===== src/dsm_config.svh =====
`ifndef DSM_CONFIG_SVH
`define DSM_CONFIG_SVH

// ~~~~~~~~~~~~~~~~~~~~~~~~~~~~~~~~~~~~~~~~~~~~~~~~~
// receiver build constants.
// ~~~~~~~~~~~~~~~~~~~~~~~~~~~~~~~~~~~~~~~~~~~~~~~~~

// width of a decimated output word.
`define DSM_WIDTH 12

// integrator and comb stages per channel.
`define DSM_STAGES 2

// input bits per decimated output.
`define DSM_OSR 16

// moving-average depth. The buffer index is two bits wide, so this cannot change.
`define DSM_AVG_TAPS 4

// a full-scale stream grows by OSR**STAGES, plus guard bits for the four-tap sum.
`define DSM_INT_WIDTH (`DSM_WIDTH + `DSM_STAGES * $clog2(`DSM_OSR) + 4)

// full scale at the defaults is 4 * 16**2 = 1024, which already fits.
`define DSM_OUT_SHIFT 0

`endif


===== src/dsm_sample_pkg.sv =====
`default_nettype none

`include "dsm_config.svh"

package dsm_sample_pkg;

  // ~~~~~~~~~~~~~~~~~~~~~~~~~~~~~~~~~~~~~~~~~~~~~~~~~
  // sample types.
  // ~~~~~~~~~~~~~~~~~~~~~~~~~~~~~~~~~~~~~~~~~~~~~~~~~

  // one decimated word, as it leaves a decimator or the combiner.
  typedef logic signed [`DSM_WIDTH-1:0] sample_t;

  // integrator, comb and moving-average arithmetic.
  typedef logic signed [`DSM_INT_WIDTH-1:0] acc_t;

endpackage

`default_nettype wire


===== src/dsm_mode_pkg.sv =====
`default_nettype none

package dsm_mode_pkg;

  // selects what the combiner emits each decimation period.
  typedef enum logic [1:0] {
    mode_sum,
    mode_diff,
    mode_a,
    mode_b
  } combine_mode_t;

endpackage

`default_nettype wire


===== src/cic_decimator.sv =====
`timescale 1ns/100ps
`default_nettype none

`include "dsm_config.svh"

module cic_decimator (
  input  logic                    clk,
  input  logic                    reset,
  input  logic                    bit_in,
  output dsm_sample_pkg::sample_t sample,
  output logic                    sample_valid,
  output logic                    settled
);
  import dsm_sample_pkg::*;

  localparam int stages        = `DSM_STAGES;
  localparam int cnt_width     = $clog2(`DSM_OSR);
  localparam int settle_count  = `DSM_STAGES + 4;
  localparam int out_cnt_width = $clog2(settle_count + 1);

  acc_t in_val;
  acc_t integ    [stages];
  acc_t comb_src [stages];
  acc_t comb     [stages];
  acc_t comb_dly [stages];
  acc_t avg_buf  [4];
  acc_t avg_sum;
  acc_t avg_shifted;

  logic [1:0]               avg_idx;
  logic [cnt_width-1:0]     dec_cnt;
  logic [out_cnt_width-1:0] out_cnt;
  logic                     dec_tick;

  // a one is +1, a zero is -1.
  assign in_val   = bit_in ? acc_t'(1) : -acc_t'(1);
  assign dec_tick = (dec_cnt == cnt_width'(`DSM_OSR - 1));

  // the first comb stage differentiates the last integrator.
  always_comb begin
    comb_src[0] = integ[stages-1];
    for (int i = 1; i < stages; i++) begin
      comb_src[i] = comb[i-1];
    end
  end

  // sum of the buffer as it stands after this tick's write.
  assign avg_sum = avg_buf[0] + avg_buf[1] + avg_buf[2] + avg_buf[3]
                   - avg_buf[avg_idx] + comb[stages-1];
  assign avg_shifted = avg_sum >>> `DSM_OUT_SHIFT;

  // ~~~~~~~~~~~~~~~~~~~~~~~~~~~~~~~~~~~~~~~~~~~~~~~~~
  // decimation timing and settle tracking.
  // ~~~~~~~~~~~~~~~~~~~~~~~~~~~~~~~~~~~~~~~~~~~~~~~~~
  always_ff @(posedge clk or posedge reset) begin
    if (reset) begin
      dec_cnt      <= '0;
      sample_valid <= 1'b0;
      avg_idx      <= '0;
      out_cnt      <= '0;
      settled      <= 1'b0;
    end else begin
      sample_valid <= dec_tick;
      if (dec_tick) begin
        dec_cnt <= '0;
        avg_idx <= avg_idx + 2'd1;
        if (!settled) begin
          out_cnt <= out_cnt + 1'b1;
        end
        // output number stages+4 is the first with a full history behind it.
        if (out_cnt == out_cnt_width'(settle_count - 1)) begin
          settled <= 1'b1;
        end
      end else begin
        dec_cnt <= dec_cnt + 1'b1;
      end
    end
  end

  // ~~~~~~~~~~~~~~~~~~~~~~~~~~~~~~~~~~~~~~~~~~~~~~~~~
  // filter data path.
  // ~~~~~~~~~~~~~~~~~~~~~~~~~~~~~~~~~~~~~~~~~~~~~~~~~
  always_ff @(posedge clk or posedge reset) begin
    if (reset) begin
      for (int i = 0; i < stages; i++) begin
        integ[i]    <= '0;
        comb[i]     <= '0;
        comb_dly[i] <= '0;
      end
      for (int i = 0; i < 4; i++) begin
        avg_buf[i] <= '0;
      end
      sample <= '0;
    end else begin
      integ[0] <= integ[0] + in_val;
      for (int i = 1; i < stages; i++) begin
        integ[i] <= integ[i] + integ[i-1];
      end

      if (dec_tick) begin
        for (int i = 0; i < stages; i++) begin
          comb[i]     <= comb_src[i] - comb_dly[i];
          comb_dly[i] <= comb_src[i];
        end
        avg_buf[avg_idx] <= comb[stages-1];
        sample           <= avg_shifted[`DSM_WIDTH-1:0];
      end
    end
  end

  // the strobe marks one word per period and never stretches.
  assert property (@(posedge clk) disable iff (reset) sample_valid |=> !sample_valid)
    else $error("cic_decimator: sample_valid high on two consecutive cycles");

endmodule

`default_nettype wire


===== src/channel_combiner.sv =====
`timescale 1ns/100ps
`default_nettype none

`include "dsm_config.svh"

module channel_combiner (
  input  logic                        clk,
  input  logic                        reset,
  input  dsm_mode_pkg::combine_mode_t mode,
  input  dsm_sample_pkg::sample_t     sample_a,
  input  dsm_sample_pkg::sample_t     sample_b,
  input  logic                        valid_a,
  input  logic                        valid_b,
  input  logic                        settled_a,
  input  logic                        settled_b,
  output dsm_sample_pkg::sample_t     out_sample,
  output logic                        out_valid,
  output logic                        out_settled
);
  import dsm_sample_pkg::*;
  import dsm_mode_pkg::*;

  logic signed [`DSM_WIDTH:0] wide_sum;
  logic signed [`DSM_WIDTH:0] wide_diff;
  sample_t                    selected;

  // clamp a word one bit wider than a sample to the signed sample range.
  function automatic sample_t saturate(input logic signed [`DSM_WIDTH:0] value);
    if (value[`DSM_WIDTH] != value[`DSM_WIDTH-1]) begin
      saturate = value[`DSM_WIDTH] ? {1'b1, {(`DSM_WIDTH-1){1'b0}}}
                                   : {1'b0, {(`DSM_WIDTH-1){1'b1}}};
    end else begin
      saturate = value[`DSM_WIDTH-1:0];
    end
  endfunction

  assign wide_sum  = sample_a + sample_b;
  assign wide_diff = sample_a - sample_b;

  always_comb begin
    case (mode)
      mode_sum:  selected = saturate(wide_sum);
      mode_diff: selected = saturate(wide_diff);
      mode_a:    selected = sample_a;
      default:   selected = sample_b;
    endcase
  end

  // ~~~~~~~~~~~~~~~~~~~~~~~~~~~~~~~~~~~~~~~~~~~~~~~~~
  // output register, loaded once per period.
  // ~~~~~~~~~~~~~~~~~~~~~~~~~~~~~~~~~~~~~~~~~~~~~~~~~
  always_ff @(posedge clk or posedge reset) begin
    if (reset) begin
      out_sample  <= '0;
      out_valid   <= 1'b0;
      out_settled <= 1'b0;
    end else begin
      out_valid <= valid_a;
      if (valid_a) begin
        out_sample  <= selected;
        out_settled <= settled_a & settled_b;
      end
    end
  end

  // both decimators leave reset together, so only channel a's strobe is used above.
  assert property (@(posedge clk) disable iff (reset) valid_a == valid_b)
    else $error("channel_combiner: decimator strobes are out of step");

  assert property (@(posedge clk) reset |-> !out_valid)
    else $error("channel_combiner: out_valid high during reset");

endmodule

`default_nettype wire


===== src/dual_dsm_receiver.sv =====
`timescale 1ns/100ps
`default_nettype none

module dual_dsm_receiver (
  input  logic                        clk,
  input  logic                        reset,
  input  logic                        bit_a,
  input  logic                        bit_b,
  input  dsm_mode_pkg::combine_mode_t mode,
  output dsm_sample_pkg::sample_t     out_sample,
  output logic                        out_valid,
  output logic                        out_settled
);
  import dsm_sample_pkg::*;

  sample_t sample_a;
  sample_t sample_b;
  logic    valid_a;
  logic    valid_b;
  logic    settled_a;
  logic    settled_b;

  cic_decimator inst_a (
    .clk          (clk),
    .reset        (reset),
    .bit_in       (bit_a),
    .sample       (sample_a),
    .sample_valid (valid_a),
    .settled      (settled_a)
  );

  cic_decimator inst_b (
    .clk          (clk),
    .reset        (reset),
    .bit_in       (bit_b),
    .sample       (sample_b),
    .sample_valid (valid_b),
    .settled      (settled_b)
  );

  // one registered word per decimation period, one cycle after the strobes.
  channel_combiner combiner (
    .clk         (clk),
    .reset       (reset),
    .mode        (mode),
    .sample_a    (sample_a),
    .sample_b    (sample_b),
    .valid_a     (valid_a),
    .valid_b     (valid_b),
    .settled_a   (settled_a),
    .settled_b   (settled_b),
    .out_sample  (out_sample),
    .out_valid   (out_valid),
    .out_settled (out_settled)
  );

endmodule

`default_nettype wire


===== config.mk =====
export PLATFORM = sky130hd
export DESIGN_NAME = dual_dsm_receiver
export DESIGN_NICKNAME = d
export VERILOG_FILES = /design/src/dsm_sample_pkg.sv /design/src/dsm_mode_pkg.sv /design/src/cic_decimator.sv /design/src/channel_combiner.sv /design/src/dual_dsm_receiver.sv
export VERILOG_INCLUDE_DIRS = /design/src
export SDC_FILE = /design/constraint.sdc
export NUM_CORES = 1
export LEC_CHECK = 0
export ABC_AREA = 0
export ABC_CLOCK_PERIOD_IN_PS = 5000
export BUFFER_PORTS_ARGS = -buffer_cell sky130_fd_sc_hd__clkbuf_2
export CAP_MARGIN = 10
export CORE_MARGIN = 1
export CORE_UTILIZATION = 46
export DETAILED_ROUTE_END_ITERATION = 10
export HOLD_SLACK_MARGIN = 0.15
export PLACE_DENSITY = 0.69
export SETUP_SLACK_MARGIN = 0.02
export SLEW_MARGIN = 20
export SYNTH_ARGS = -nofsm -noshare
export SYNTH_HDL_FRONTEND = slang
export SYNTH_HIERARCHICAL = 1
export SYNTH_SLANG_ARGS = --single-unit

===== constraint.sdc =====
create_clock -name clk -period 5 [get_ports clk]
set_clock_uncertainty 0.2 [all_clocks]
set_input_delay 1 -clock clk [delete_from_list [all_inputs] [get_ports clk]]
set_output_delay 1 -clock clk [all_outputs]
set_load 0.03 [all_outputs]

==> impl_metrics.py <==
metrics = {
    "cts": {
        "clkSlewWorstSetupHoldPaths_ns": 0.06,
        "clkSinkCount": 299,
        "ctsHoldBuffers": 0,
        "clockRootBuffer": "clkbuf_16",
        "cts_buffers": 35,
        "clockBufferDepth": 3,
        "htreeDepth": 2,
        "cts_tree": "yes",
        "clock_latency_ns": 0.52,
    },
    "final_layout": {
        "drive_gt1_frac": 0.09955,
        "area_growth_syn_to_layout_pct": 9.199,
        "regArea_sq_mm": 0.007483,
        "antenna_cells_inserted": 0,
        "multi_input_area_sq_mm": 0.01111,
        "nets": 2224,
        "num-fill-cells": 3775,
    },
    "global_route": {
        "grt_overflow_total": 0,
        "met1_usage": 0.2371,
        "grt.busiest_layer": "met2",
        "grt_pass1_wl_um": 66700,
        "grt_max_degree": 143,
        "grt_usage": 0.1830,
        "met2_usage": 0.3171,
        "first_global_vias": 14040,
        "antenna_found_initial": 0,
        "grt_use_met3": 0.02230,
    },
    "routing": {
        "drt_first_pass_iters": 5,
        "wl_per_cell_um": 15.23,
        "ant_nets": 0,
        "wl_um": 38670,
        "drtIter0Drc": 593,
        "vias_per_cell": 5.376,
        "vias": 13650,
        "drc": 0,
    },
    "worst_setup_path": {
        "path_cells": "mux4_2, inv_1, fa_1, inv_1, fa_1, fa_1, inv_1, ha_1, a21oi_1, nor2b_1, a311oi_1, a211oi_1, a31oi_1, xnor2_1, o21ai_1",
        "critPathCaptureType": "flip-flop",
        "arrival_ns": 4.86,
        "cp_max_fo": 8,
        "cp_top_family": "adder cells",
        "cp-start-kind": "flip-flop",
        "cp.required_ns": 5.18,
        "cp_num_buf_inv": 3,
        "slowest_delay_ns": 0.60,
        "cp_slowest_cell": "fa_1",
        "path_class": "reg2reg",
    },
    "place": {
        "io_buffers": 19,
        "hpwl_um": 28040,
        "gp_congestion": 0.8911,
    },
    "timing": {
        "final-max-slew-violation-count": 0,
        "setup_violations": 0,
        "tightest_slew_ns": 0.9000,
        "period_minus_slack_ns": 4.676,
        "finalSetupTns_ns": 0,
        "max_slew_margin": 0.3992,
        "period_share": 0.9351,
        "rsz0062_at_grt": "false",
        "fmax_mhz": 213.9,
        "finalHoldViolations": 0,
    },
    "floorplan": {
        "die_h_um": 209.6,
        "die_area_sq_mm": 0.04394,
        "coreArea_sq_mm": 0.04223,
        "pin_count": 20,
        "initial_core_util": 0.4696,
        "rows": 75,
        "die_w_um": 209.6,
    },
    "logic_synthesis": {
        "synthesis.nets": 2212,
        "avgSynthCellArea_sq_um": 10.09,
        "syn_area_sq_mm": 0.01983,
        "syn-instance-count": 1966,
        "ys.warnings.count": 6,
    },
    "run": {
        "max_cap_violations": 0,
    },
    "min_path": {
        "hold_class": "reg2reg",
    },
    "status": {
        "outcome": "finished clean",
    },
}
-- sequential cells by signal, indices dropped and copies added, names as in the netlist, 24 cells and up --
name	flops
inst_b/avg_buf	48
inst_b/comb	24
inst_b/comb_dly	24
inst_a/avg_buf	48
inst_a/comb_dly	24
inst_a/comb	24
-- routing by layer --
metal  wire [um]  vias to the layer above
met5           0                        -
met4        1078                        0
met3        1072                       76
met2       18730                      183
met1       17790                     6641
li1            -                     6745
-- final timing paths --
check                                       start                end  slack, ns  cells after the start
max in group asynchronous                   reset  inst_a/avg_idx[0]       3.49                      3
min in group asynchronous                   reset   inst_a/integ[25]       0.29                      2
worst max-delay path            inst_a/avg_idx[0]  inst_a/sample[11]       0.32                     15
worst min-delay path            inst_a/out_cnt[2]  inst_a/out_cnt[2]       0.28                      1
worst min register to register  inst_a/out_cnt[2]  inst_a/out_cnt[2]       0.28                      1
worst max register to register  inst_a/avg_idx[0]  inst_a/sample[11]       0.32                     15
-- per-stage QoR --
step                      hold WS, ns  worst slack (ns)  utilization  instances  area, sq um
after floorplan                0.2240            0.1998            -       1966        19840
after global placement         0.2603            0.2584       0.4845       2480        20460
after detailed placement       0.2648            0.1373       0.4845       2480        20460
after CTS                      0.2803            0.1394       0.5128       2538        21650
after global routing           0.2821           0.04665       0.5128       2538        21650
final                          0.2770            0.3245       0.5128       2538        21650
-- timing repair --
action                     CTS  global route
buffers inserted             0             0
gates resized for setup      0             1
setup endpoints to repair    0             2
-- placed cells by master (no fill, tap or decap), types with 6 or more instances in the layout --
master / count
dfrtp_1: 298
inv_1: 252
nand2_1: 201
ha_1: 144
o21ai_0: 103
fa_1: 96
nor2_1: 91
o21ai_1: 79
xnor2_1: 73
a21oi_1: 61
clkbuf_16: 36
mux2_2: 36
o21a_1: 34
mux2_1: 34
xor2_1: 33
nor3_1: 29
nand3_1: 28
mux4_2: 23
nand2b_1: 21
clkbuf_2: 19
nor2b_1: 18
a21o_1: 18
nor3b_1: 16
a211oi_1: 14
o31ai_1: 14
o22ai_1: 12
or3_1: 11
buf_4: 11
o31a_1: 8
and2_1: 8
nor4_1: 8
o211ai_1: 8
clkbuf_8: 7
and3_1: 7
a41oi_1: 7
or4_1: 7
o21ai_2: 6
a31oi_1: 6
-- area by class of cell --
cell class | instances | area share
Sequential cell | 299 | 0.3456
Inverter | 257 | 0.04490
Tap cell | 539 | 0.03114
Multi-Input combinational cell | 1353 | 0.5133
Clock inverter | 12 | 0.008494
Clock buffer | 46 | 0.04657
Timing Repair Buffer | 32 | 0.01005
Power is not shown: default switching activity piles up to over one toggle a cycle in this logic, so the estimate is an artifact.
